==> src/logic/load_pkg.sv <==
package load_pkg;

    // Word with a per-byte view
    typedef union packed {
        logic [31:0]      word;
        logic [3:0][7:0]  bytes;
    } DATA;

    typedef logic [3:0] BYTE_MASK;   // One bit per byte lane

    // Address with a view into the 64-bit cache line
    typedef union packed {
        logic [31:0] addr;
        struct packed {
            logic [28:0] line;
            logic        w_idx;      // Word select within the line
            logic [1:0]  b_idx;      // Byte offset within the word
        } dw;
    } ADDR;

    typedef logic [3:0] BR_MASK;     // One bit per unresolved branch
    typedef logic [1:0] MSHR_IDX;
    typedef logic [2:0] SQ_IDX;
    typedef logic [5:0] PREG_IDX;

    typedef enum logic [2:0] {
        LB,
        LH,
        LW,
        LBU,
        LHU
    } load_func_e;

    typedef struct packed {
        logic        valid;
        logic [31:0] base;
        logic [31:0] offset;
        load_func_e  load_func;
        PREG_IDX     dest_reg_idx;
        BR_MASK      bm;
        SQ_IDX       sq_tail;
    } LOAD_ISSUE_PACKET;

    typedef struct packed {
        logic        valid;
        ADDR         load_addr;
        load_func_e  load_func;
        BYTE_MASK    byte_mask;      // Bytes the load reads
        PREG_IDX     dest_reg_idx;
        BR_MASK      bm;
        SQ_IDX       sq_tail;
    } LOAD_DATA_PACKET;

    typedef struct packed {
        logic        valid;
        ADDR         load_addr;
        load_func_e  load_func;
        BYTE_MASK    byte_mask;      // Bytes still missing
        PREG_IDX     dest_reg_idx;
        BR_MASK      bm;
        SQ_IDX       sq_tail;
        DATA         result;
        MSHR_IDX     mshr_idx;
    } LOAD_BUFFER_PACKET;

    typedef struct packed {
        logic        valid;
        PREG_IDX     dest_reg_idx;
        DATA         result;
    } WB_PACKET;

    localparam LOAD_DATA_PACKET   NOP_LOAD_DATA_PACKET   = '0;
    localparam LOAD_BUFFER_PACKET NOP_LOAD_BUFFER_PACKET = '0;

    // True when a mispredicted branch covers this load
    function automatic logic squashed(BR_MASK bm, BR_MASK resolve, logic mispred);
        return mispred && (|(bm & resolve));
    endfunction

endpackage

==> src/logic/load_addr_stage.sv <==
module load_addr_stage (
    input  logic                       clock,
    input  logic                       reset,
    input  load_pkg::LOAD_ISSUE_PACKET load_issue,
    input  logic                       load_data_free,
    input  load_pkg::BR_MASK           br_resolve,
    input  logic                       br_mispred,
    output logic                       issue_free,
    output load_pkg::LOAD_DATA_PACKET  load_data_packet
);
    import load_pkg::*;

    LOAD_DATA_PACKET held;      // Load waiting for the data stage
    LOAD_DATA_PACKET issued;    // Incoming load after address calculation
    ADDR             issue_addr;

    assign issue_free = !held.valid || load_data_free;

    always_comb begin
        issue_addr.addr = load_issue.base + load_issue.offset;
        issued.valid        = load_issue.valid;
        issued.load_addr    = issue_addr;
        issued.load_func    = load_issue.load_func;
        issued.dest_reg_idx = load_issue.dest_reg_idx;
        issued.sq_tail      = load_issue.sq_tail;
        issued.bm           = load_issue.bm & ~br_resolve;
        case (load_issue.load_func)
            LB, LBU: issued.byte_mask = 4'b0001 << issue_addr.dw.b_idx;
            LH, LHU: issued.byte_mask = 4'b0011 << {issue_addr.dw.b_idx[1], 1'b0};
            default: issued.byte_mask = 4'b1111;
        endcase
        if (squashed(load_issue.bm, br_resolve, br_mispred)) begin
            issued = NOP_LOAD_DATA_PACKET;
        end
    end

    // Held load as seen after this cycle's branch outcome
    always_comb begin
        load_data_packet    = held;
        load_data_packet.bm = held.bm & ~br_resolve;
        if (squashed(held.bm, br_resolve, br_mispred)) begin
            load_data_packet = NOP_LOAD_DATA_PACKET;
        end
    end

    always_ff @(posedge clock) begin
        if (reset) begin
            held <= NOP_LOAD_DATA_PACKET;
        end else if (issue_free) begin
            held <= issued;
        end else begin
            held <= load_data_packet;   // Stalled, keep branch state current
        end
    end

    halfword_aligned: assert property (@(posedge clock) disable iff (reset)
        held.valid && (held.load_func inside {LH, LHU}) |-> !held.load_addr.dw.b_idx[0]);

endmodule

==> src/logic/load_data_stage.sv <==
module load_data_stage (
    input  logic                        clock,
    input  logic                        reset,
    input  load_pkg::LOAD_DATA_PACKET   load_data_packet_in,
    input  logic                        cache_load_accepted,
    input  load_pkg::DATA      [1:0]    cache_load_data,
    input  load_pkg::BYTE_MASK [1:0]    cache_data_mask,
    input  load_pkg::MSHR_IDX           cache_mshr_idx,
    input  load_pkg::DATA               sq_load_data,
    input  load_pkg::BYTE_MASK          sq_data_mask,
    input  load_pkg::BR_MASK            br_resolve,
    input  logic                        br_mispred,
    output logic                        load_data_free,
    output logic                        load_valid,
    output load_pkg::SQ_IDX             load_sq_tail,
    output load_pkg::ADDR               load_addr,
    output load_pkg::LOAD_BUFFER_PACKET load_buffer_packet
);
    import load_pkg::*;

    LOAD_DATA_PACKET held;      // Load presented to cache and store queue
    LOAD_DATA_PACKET held_upd;  // Same load after branch outcome
    logic            word_sel;

    // Stage moves on once the cache takes the request
    assign load_data_free = !held.valid || cache_load_accepted;
    assign load_valid     = held.valid;
    assign load_addr      = held.load_addr;
    assign load_sq_tail   = held.sq_tail;
    assign word_sel       = held.load_addr.dw.w_idx;

    always_comb begin
        held_upd    = held;
        held_upd.bm = held.bm & ~br_resolve;
        if (squashed(held.bm, br_resolve, br_mispred)) begin
            held_upd = NOP_LOAD_DATA_PACKET;
        end
    end

    always_comb begin
        load_buffer_packet.valid        = held_upd.valid;
        load_buffer_packet.load_addr    = held_upd.load_addr;
        load_buffer_packet.load_func    = held_upd.load_func;
        load_buffer_packet.dest_reg_idx = held_upd.dest_reg_idx;
        load_buffer_packet.bm           = held_upd.bm;
        load_buffer_packet.sq_tail      = held_upd.sq_tail;
        load_buffer_packet.mshr_idx     = cache_mshr_idx;
        load_buffer_packet.result       = '0;
        load_buffer_packet.byte_mask    = held_upd.byte_mask;
        for (int i = 0; i < 4; i++) begin
            if (held_upd.byte_mask[i]) begin
                if (sq_data_mask[i]) begin                   // Younger store wins
                    load_buffer_packet.result.bytes[i] = sq_load_data.bytes[i];
                    load_buffer_packet.byte_mask[i]    = 1'b0;
                end else if (cache_data_mask[word_sel][i]) begin
                    load_buffer_packet.result.bytes[i] = cache_load_data[word_sel].bytes[i];
                    load_buffer_packet.byte_mask[i]    = 1'b0;
                end
            end
        end
    end

    always_ff @(posedge clock) begin
        if (reset) begin
            held <= NOP_LOAD_DATA_PACKET;
        end else if (load_data_free) begin
            held <= load_data_packet_in;
        end else begin
            held <= held_upd;
        end
    end

    // The cache answers only a request that is on the bus
    accept_needs_request: assert property (@(posedge clock) disable iff (reset)
        cache_load_accepted |-> load_valid);

endmodule

==> src/logic/load_buffer.sv <==
module load_buffer #(
    parameter int LB_DEPTH = 4
) (
    input  logic                                       clock,
    input  logic                                       reset,
    input  load_pkg::LOAD_BUFFER_PACKET                load_buffer_packet,
    input  logic                                       cache_load_accepted,
    input  logic                                       fill_valid,
    input  load_pkg::MSHR_IDX                          fill_mshr_idx,
    input  load_pkg::DATA [1:0]                        fill_data,
    input  load_pkg::BR_MASK                           br_resolve,
    input  logic                                       br_mispred,
    input  logic [LB_DEPTH-1:0]                        wb_release,
    output load_pkg::LOAD_BUFFER_PACKET [LB_DEPTH-1:0] entries,
    output logic [LB_DEPTH-1:0]                        ready,
    output logic                                       load_buffer_full
);
    import load_pkg::*;

    logic [LB_DEPTH-1:0] valid_vec;
    logic [LB_DEPTH-1:0] kill;          // Entry squashed this cycle
    logic [LB_DEPTH-1:0] fill_hit;      // Entry completed by this fill
    logic [LB_DEPTH-1:0] free_slot;     // One-hot lowest empty entry
    DATA  [LB_DEPTH-1:0] filled;
    logic                write_en;

    assign write_en         = cache_load_accepted && load_buffer_packet.valid;
    assign load_buffer_full = &valid_vec;
    assign free_slot        = ~valid_vec & (valid_vec + 1'b1);

    always_comb begin
        for (int i = 0; i < LB_DEPTH; i++) begin
            valid_vec[i] = entries[i].valid;
            kill[i]      = squashed(entries[i].bm, br_resolve, br_mispred);
            // A load killed now must not reach writeback
            ready[i]     = entries[i].valid && (entries[i].byte_mask == '0) && !kill[i];
            fill_hit[i]  = fill_valid && entries[i].valid
                           && (entries[i].mshr_idx == fill_mshr_idx)
                           && (|entries[i].byte_mask);
            filled[i]    = entries[i].result;
            for (int b = 0; b < 4; b++) begin
                if (entries[i].byte_mask[b]) begin
                    filled[i].bytes[b] = fill_data[entries[i].load_addr.dw.w_idx].bytes[b];
                end
            end
        end
    end

    always_ff @(posedge clock) begin
        if (reset) begin
            for (int i = 0; i < LB_DEPTH; i++) begin
                entries[i] <= NOP_LOAD_BUFFER_PACKET;
            end
        end else begin
            for (int i = 0; i < LB_DEPTH; i++) begin
                if (write_en && free_slot[i]) begin
                    entries[i] <= load_buffer_packet;
                end else if (kill[i] || wb_release[i]) begin
                    entries[i] <= NOP_LOAD_BUFFER_PACKET;
                end else if (entries[i].valid) begin
                    entries[i].bm <= entries[i].bm & ~br_resolve;
                    if (fill_hit[i]) begin
                        entries[i].result    <= filled[i];   // Only missing lanes change
                        entries[i].byte_mask <= '0;
                    end
                end
            end
        end
    end

    // Cache holds accepts while there is no room
    no_write_when_full: assert property (@(posedge clock) disable iff (reset)
        load_buffer_full |-> !cache_load_accepted);

endmodule

==> src/logic/load_writeback.sv <==
module load_writeback #(
    parameter int LB_DEPTH = 4
) (
    input  logic                                       clock,
    input  logic                                       reset,
    input  load_pkg::LOAD_BUFFER_PACKET [LB_DEPTH-1:0] entries,
    input  logic [LB_DEPTH-1:0]                        ready,
    output logic [LB_DEPTH-1:0]                        wb_release,
    output load_pkg::WB_PACKET                         wb
);
    import load_pkg::*;

    logic [$clog2(LB_DEPTH)-1:0] sel;
    logic [31:0]                 shifted;   // Requested bytes moved to lane 0
    DATA                         extended;

    // Lowest ready index wins
    always_comb begin
        sel        = '0;
        wb_release = '0;
        for (int i = LB_DEPTH - 1; i >= 0; i--) begin
            if (ready[i]) begin
                sel = $bits(sel)'(i);
            end
        end
        if (|ready) begin
            wb_release[sel] = 1'b1;
        end
    end

    always_comb begin
        shifted = entries[sel].result.word >> {entries[sel].load_addr.dw.b_idx, 3'b000};
        case (entries[sel].load_func)
            LB:      extended.word = {{24{shifted[7]}}, shifted[7:0]};
            LBU:     extended.word = {24'b0, shifted[7:0]};
            LH:      extended.word = {{16{shifted[15]}}, shifted[15:0]};
            LHU:     extended.word = {16'b0, shifted[15:0]};
            default: extended.word = shifted;
        endcase
    end

    always_ff @(posedge clock) begin
        if (reset) begin
            wb <= '0;
        end else begin
            wb.valid        <= |ready;
            wb.dest_reg_idx <= entries[sel].dest_reg_idx;
            wb.result       <= extended;
        end
    end

endmodule

==> src/logic/load_unit.sv <==
module load_unit #(
    parameter int LB_DEPTH = 4
) (
    input  logic                       clock,
    input  logic                       reset,
    input  load_pkg::LOAD_ISSUE_PACKET load_issue,
    input  logic                       cache_load_accepted,
    input  load_pkg::DATA      [1:0]   cache_load_data,
    input  load_pkg::BYTE_MASK [1:0]   cache_data_mask,
    input  load_pkg::MSHR_IDX          cache_mshr_idx,
    input  logic                       fill_valid,
    input  load_pkg::MSHR_IDX          fill_mshr_idx,
    input  load_pkg::DATA      [1:0]   fill_data,
    input  load_pkg::DATA              sq_load_data,
    input  load_pkg::BYTE_MASK         sq_data_mask,
    input  load_pkg::BR_MASK           br_resolve,
    input  logic                       br_mispred,
    output logic                       issue_free,
    output logic                       load_valid,
    output load_pkg::ADDR              load_addr,      // To cache and store queue
    output load_pkg::SQ_IDX            load_sq_tail,
    output logic                       load_buffer_full,
    output load_pkg::WB_PACKET         wb
);
    import load_pkg::*;

    logic                                load_data_free;
    LOAD_DATA_PACKET                     load_data_packet;
    LOAD_BUFFER_PACKET                   load_buffer_packet;
    LOAD_BUFFER_PACKET [LB_DEPTH-1:0]    entries;
    logic              [LB_DEPTH-1:0]    ready;
    logic              [LB_DEPTH-1:0]    wb_release;

    load_addr_stage u_addr (
        .clock            (clock),
        .reset            (reset),
        .load_issue       (load_issue),
        .load_data_free   (load_data_free),
        .br_resolve       (br_resolve),
        .br_mispred       (br_mispred),
        .issue_free       (issue_free),
        .load_data_packet (load_data_packet)
    );

    load_data_stage u_data (
        .clock               (clock),
        .reset               (reset),
        .load_data_packet_in (load_data_packet),
        .cache_load_accepted (cache_load_accepted),
        .cache_load_data     (cache_load_data),
        .cache_data_mask     (cache_data_mask),
        .cache_mshr_idx      (cache_mshr_idx),
        .sq_load_data        (sq_load_data),
        .sq_data_mask        (sq_data_mask),
        .br_resolve          (br_resolve),
        .br_mispred          (br_mispred),
        .load_data_free      (load_data_free),
        .load_valid          (load_valid),
        .load_sq_tail        (load_sq_tail),
        .load_addr           (load_addr),
        .load_buffer_packet  (load_buffer_packet)
    );

    load_buffer #(.LB_DEPTH(LB_DEPTH)) u_buffer (
        .clock               (clock),
        .reset               (reset),
        .load_buffer_packet  (load_buffer_packet),
        .cache_load_accepted (cache_load_accepted),
        .fill_valid          (fill_valid),
        .fill_mshr_idx       (fill_mshr_idx),
        .fill_data           (fill_data),
        .br_resolve          (br_resolve),
        .br_mispred          (br_mispred),
        .wb_release          (wb_release),
        .entries             (entries),
        .ready               (ready),
        .load_buffer_full    (load_buffer_full)
    );

    load_writeback #(.LB_DEPTH(LB_DEPTH)) u_wb (
        .clock      (clock),
        .reset      (reset),
        .entries    (entries),
        .ready      (ready),
        .wb_release (wb_release),
        .wb         (wb)
    );

endmodule

==> config.mk <==
export PLATFORM = sky130hd
export DESIGN_NAME = load_unit
export DESIGN_NICKNAME = d
export VERILOG_FILES = /design/src/logic/load_pkg.sv /design/src/logic/load_addr_stage.sv /design/src/logic/load_data_stage.sv /design/src/logic/load_buffer.sv /design/src/logic/load_writeback.sv /design/src/logic/load_unit.sv
export SDC_FILE = /design/constraint.sdc
export NUM_CORES = 1
export LEC_CHECK = 0
export ABC_AREA = 1
export BUFFER_PORTS_ARGS = -buffer_cell sky130_fd_sc_hd__clkbuf_2
export CAP_MARGIN = 20
export CORE_ASPECT_RATIO = 0.7
export CORE_UTILIZATION = 30
export CTS_CLUSTER_SIZE = 30
export DETAILED_ROUTE_END_ITERATION = 7
export HOLD_SLACK_MARGIN = 0.1
export PLACE_DENSITY = 0.55
export RECOVER_POWER = 100
export SKIP_CTS_REPAIR_TIMING = 1
export SYNTH_ARGS = -nofsm -noshare
export SYNTH_HDL_FRONTEND = slang
export SYNTH_SLANG_ARGS = --single-unit
==> constraint.sdc <==
create_clock -name clock -period 2.6 [get_ports clock]
set_input_delay 0.52 -clock clock [delete_from_list [all_inputs] [get_ports clock]]
set_output_delay 0.52 -clock clock [all_outputs]
set_load 0.05 [all_outputs]
# Yosys cells after proc, flatten, opt, wreduce, memory -nomap -nowiden
# Cells that the tools add are included.
[classes]
add_sub_neg = 2
n_lt_le_gt_ge = 7
n_eq_ne = 10
n_shift = 3
mux = 120
bitwise = 17
reduce_logical = 114
[op_table]
columns = ["op", "count"]
rows = [
  ["$mux 32", 22],
  ["$mux 87", 4],
  ["$mux 53", 5],
  ["$mux 8", 28],
  ["$bmux 87 s2", 1],
  ["$mux 36", 4],
  ["$pmux 32 s4", 1],
  ["$mux 4", 23],
  ["$reduce_bool 3->1", 24],
  ["$and 4x4->4", 15],
  ["$mux 56", 1],
  ["$reduce_and 3->1", 16],
  ["$reduce_or 4->1", 12],
  ["$logic_and 1x1->1", 33],
  ["$add 32x32->32", 1],
  ["$shr 32x5->32", 1],
  ["$mux 6", 4],
  ["$logic_not 4->1", 4],
  ["$mux 2", 8],
  ["$mux 1", 13],
  ["$mux 3", 4],
  ["$lt 1x2->1 const B", 5],
  ["$eq 2x2->1", 4],
  ["$not 4->4", 2],
  ["17 further kinds", 38],
]
[word_totals]
reg_bits = 493
in_bits = 266
out_inout_bits = 77
word_cells = 338

# Logic depth before layout (Yosys ltp)
[logic_depth]
depth_word = 17
depth_mapped = 21
mapped_depth_nobuf = 18

# Hierarchy
# Synthesis repeated with hierarchy kept, for this count alone.
[hier_totals]
hier_cells = 4787
hier_area_um2 = 29040.4
[modules_own_cells]
columns = ["mod", "instances", "cells_per_inst", "area_each_um2", "seq_area_each_um2"]
rows = [
  ["load_buffer", 1, 2687, 17070.1, 6966.7],
  ["load_addr_stage", 1, 868, 4874.7, 1061.0],
  ["load_writeback", 1, 663, 3711.1, 780.7],
  ["load_data_stage", 1, 569, 3384.5, 1061.0],
]

# Worst setup path after synthesis
# No wires, ideal clock.
[synth_path]
path_type = "input-to-reg"
startpoint = "input port load_issue[16] (netlist bit)"
endpoint = "register u_addr.held[42] (netlist bit)"
setup_time_ns = 0.070
arrival_time_ns = 2.399
t_required_ns = 2.530
setup_slack_ns = 0.130
stages = 17
n_path_buf = 0
cell_sequence = "ha_1 inv_1 fa_1 inv_1 nand2_1 o21ai_0 nand2_1 nand2_1 nand2_1 nand2_1 nand2_1 nand2_1 nand2_1 a22oi_1 or2_2 nand3_1 a21oi_1"
[synth_between]
elab_chain_cells = 3
[synth_lines]
columns = ["element", "line_no", "text"]
rows = [
  ["start, declared", "load_unit.sv:6", "input load_pkg::LOAD_ISSUE_PACKET load_issue,"],
  ["$add 32x32->32", "load_addr_stage.sv:20", "issue_addr.addr = load_issue.base + load_issue.offset;"],
  ["$mux 53", "load_addr_stage.sv:32", "if (squashed(load_issue.bm, br_resolve, br_mispred)) begin"],
  ["$mux 53", "load_addr_stage.sv:49", "end else if (issue_free) begin"],
  ["end signal, assigned", "load_addr_stage.sv:50", "held <= issued;"],
  ["end signal, assigned", "load_addr_stage.sv:52", "held <= load_data_packet;"],
  ["end, declared", "load_addr_stage.sv:13", "LOAD_DATA_PACKET held;"],
]
# No other way between the ends.
# A chain may end at the register's enable or synchronous reset.

# Final worst setup path
[layout_path]
startpoint = "register u_data.held, in the netlist u_data.load_addr[2]"
endpoint = "register u_buffer.entries[112] (netlist name)"
[layout_between]
elab_chain_cells = 6
elab_cells_between_ends = 8
classes_between = "8 x mux"
[layout_lines]
columns = ["element", "line_no", "text"]
rows = [
  ["start, declared", "load_data_stage.sv:21", "LOAD_DATA_PACKET held;"],
  ["start signal, assigned", "load_data_stage.sv:67", "held <= load_data_packet_in;"],
  ["start signal, assigned", "load_data_stage.sv:69", "held <= held_upd;"],
  ["$mux 32 / $mux 4 (equally long branches) (2 in a row)", "n/a", ""],
  ["$mux 8 *", "load_data_stage.sv:55", "end else if (cache_data_mask[word_sel][i]) begin"],
  ["$mux 8 *", "load_data_stage.sv:52", "if (sq_data_mask[i]) begin"],
  ["$mux 8 *", "load_data_stage.sv:51", "if (held_upd.byte_mask[i]) begin"],
  ["$mux 87 *", "load_buffer.sv:56", "if (write_en && free_slot[i]) begin"],
]
# Every way passes the cells marked *; elsewhere a longest branch is shown, timed or not. The select of a mux whose other input is x is not followed.

==> results by group <==
Die
  – Die ar.: slightly above 70,000 sq um
  – Starting Density: 0.306
  – Core box area: ~69,000 sq um
  – Chip Width: ~320 um
  – DIE HEIGHT: around 220 um
  – Ports: 343
  – Std-Cell Rows: 80

Layout
  – Fill count: 7,378
  – Seq. cell area: around 7300 sq um
  – Area grow syn2layout: 25.9%
  – Layout cells sized above 1: 0.208
  – Final nets: 3,899
  – Final core occ: 0.386
  – Multi-input logic area: around 12,000 sq um
  – Final instance area: around 27,000 sq um

STA
  – Worst slew margin: 0.135
  – Period utilisation layout: 0.947
  – Worst Max-Slew Pin Slew: roughly 1.3 ns
  – Period minus WS final: between 2 and 2.5 ns
  – Skew final: slightly above 0.03 ns
  – # setup viols final: 0
  – Final hold slack: approximately 0.15 ns
  – Max-slew violations: 0
  – Final Hold Fails: 0
  – Setup tns final: 0 ns
  – Fmax: around 400 MHz
  – RSZ-0062 raised after global routing: true

Critical path
  – CP max stage delay: ~0.54 ns
  – CP cell instances: clkinv_1 -> or2_2 -> o21ai_0 -> nor2_1 -> inv_1 -> a21oi_1 -> o21ai_0 -> inv_1 -> buf_4 -> nand2_1 -> a31oi_1
  – Critical path type: register to register
  – Crit path buffers/inverters: 4
  – CP top delay family: compound AO/OA/AOI/OAI gates
  – Critical path peak fanout: 7
  – Worst EP required: about 3.1 ns
  – Critical Path Start Type: register
  – Arr. time, crit path: 2.93 ns
  – Crit end category: register
  – Critical Path Slowest Stage Cell: o21ai_0

CTS
  – Total CTS buffers: between 40 and 50
  – Largest buffer count on any clock path: 3
  – TritonCTS clock tree: done
  – H-tree depth: 2
  – Clk root buf: clkbuf_16
  – Clk Latency, worst-skew pair: approximately 0.60 ns
  – Clock sink count: roughly 370
  – CTS clk-pin slew, worst paths: approximately 0.060 ns

Logic synthesis
  – Synthesized instance count: 3,230
  – Ys Warns: 0
  – Synth Net Count: roughly 3.5k
  – Synth area leader: dfxtp_1
  – Top cells by area, synth: dfxtp_1 (35%), nand2_1 (15%), a21oi_1 (9.3%), o21ai_0 (6.7%), inv_1 (4.8%)
  – Yosys top cell area share: 0.346
  – Async set-reset flop share out of synthesis: 0
  – Synth cell types: 51
  – Seq cells post-synth: approximately 370
  – Post-synth EDFFs: 0
  – Syn Area/Cell: about 6.5 sq um
  – Synthesized cell area: around 21,000 sq um
  – Register area share after synthesis: 0.346
  – Most used DFF post-synth: dfxtp_1

Pwr
  – Clock network fraction of design power: 0.396
  – Power Density: just under 600 nW/um^2
  – Worst VDD drop: around 0.00041 V
  – Flop pwr share: 0.396
  – Leak Pwr: between 10 and 15 nW
  – Power Internal: ~11 mW
  – Net Sw Frac: 0.318
  – Final Power: roughly 15 mW
  – NetSw: slightly below 5 mW
  – Combinational cell fraction of total power: 0.208

Placement
  – DP Area: approximately 25,000 sq um
  – Port Buffers: roughly 340
  – RePlAce Congestion: between 0.9 and 1
  – Dpl hpwl: about 63,000 um

GRT
  – GRT overflow: 0
  – First-pass GRT wire length: about 130,000 um
  – Vias in the first global route: ~21k
  – Largest net degree at the start of global routing: ~170
  – Tot GR Track Use: 0.236
  – Initial antenna violation count: 1

Route
  – WL final: 87,200 um
  – Antenna-violating nets left: 0
  – WL per Instance: about 19 um
  – Vias per inst: ~5.2
  – First-pass detailed-route iteration total: 5
  – Routed via count: about 24k
  – 1st-iter DRT viols: between 2k and 3k
  – Drc violations: 0

Flow run
  – Max-cap viol count: 0

Hold path
  – Worst Hold Class: primary input to register

Outcome
  – Status: complete, no violations
flip-flops by register name (all words and copies together), names as in the netlist:
signal               cells
u_buffer.entries       220
u_addr.held             53
u_wb.wb                 39
u_data.load_addr        32
u_data.held             17
u_data.load_sq_tail      3
u_data.load_valid        1
cell families (layout without fill, tap and decap cells):
kind of cell,after synthesis,in the layout,synth area share
adder cells (fa/ha/maj),32,32,0.0193
AND/OR/NAND/NOR,1329,1329,0.267
multiplexers,1,1,0.000474
XOR/XNOR,2,2,0.000830
buffers and inverters,536,939,0.112
AO/OA/AOI/OAI,965,965,0.254
flip-flops,365,365,0.346
other,0,1,0
worst min-delay path: stages:
cell and delay (ns):
clkbuf_2 0.08, nand2_1 0.05, a21oi_1 0.05
layout make-up:
class / instances / area share
clock buffers: 61 / 0.0464
repair buffers: 576 / 0.152
multi-input cells: 2329 / 0.437
well taps: 902 / 0.0425
inverters: 287 / 0.0406
clock inverters: 15 / 0.00626
flip-flops and latches: 365 / 0.275
diodes: 1 / 0.0000942
placed cells by master (no fill, tap or decap), types with 16 or more instances in the layout:
cell type,Yosys,final
nand2_1,860,853
a21oi_1,390,390
dfxtp_1,365,360
clkbuf_2,0,342
o21ai_0,283,281
inv_1,270,267
buf_4,49,187
nand3_1,184,181
nor2_1,162,154
a31oi_1,117,117
o211ai_1,108,108
clkbuf_16,0,44
buf_12,0,43
nor3_1,42,42
ha_1,31,31
nand2_2,13,18
nand3_2,14,17
inv_2,14,16
routing by layer:
layer	share of wire	track usage	up-vias
li1	-	-	11600
met1	0.48	0.362	10900
met2	0.41	0.335	997
met3	0.090	0.0431	91
met4	0.018	0.0516	0
met5	0	0	-
synthesized netlist by cell type (14+ instances only):
master,instances
a21oi_1,390
a31oi_1,117
buf_2,49
buf_4,49
buf_6,14
clkbuf_1,130
dfxtp_1,365
ha_1,31
inv_1,270
inv_2,14
nand2_1,860
nand3_1,184
nand3_2,14
nor2_1,162
nor3_1,42
o211ai_1,108
o21ai_0,283
o21ai_1,21
worst paths after layout:
kind	end	slack, ns	start	cells after the start
hold reg to reg	u_buffer.entries[33]$_SDFFE_PP0P_	0.46	u_buffer.entries[33]$_SDFFE_PP0P_	2
hold / removal	u_addr.held[1]$_SDFF_PP0_	0.15	load_issue[1]	3
setup / recovery	u_buffer.entries[112]$_SDFFE_PP0P_	0.14	u_data.load_addr[2]$_SDFF_PP0_	11
setup reg to reg	u_buffer.entries[112]$_SDFFE_PP0P_	0.14	u_data.load_addr[2]$_SDFF_PP0_	11
power by group through the flow:
stage | Clock [mW] | Combinational [mW] | Sequential, mW
2_1_floorplan | 0 | 1.74 | 6.26
3_3_place_gp | 0 | 3.12 | 6.22
3_5_place_dp | 0 | 3.11 | 6.22
4_1_cts | 6.23 | 3.13 | 6.10
5_1_grt | 6.45 | 3.48 | 6.13
6_report | 6.09 | 3.21 | 6.10
stage by stage:
step / cells / setup WS, ns
3_5_place_dp: 4452 / -0.424
3_3_place_gp: 4452 / -0.417
5_1_grt: 4536 / -0.0740
2_1_floorplan: 3230 / 0.130
4_1_cts: 4528 / -0.157
6_report: 4536 / 0.137
No activity file was read; power rests on OpenSTA's default activity.
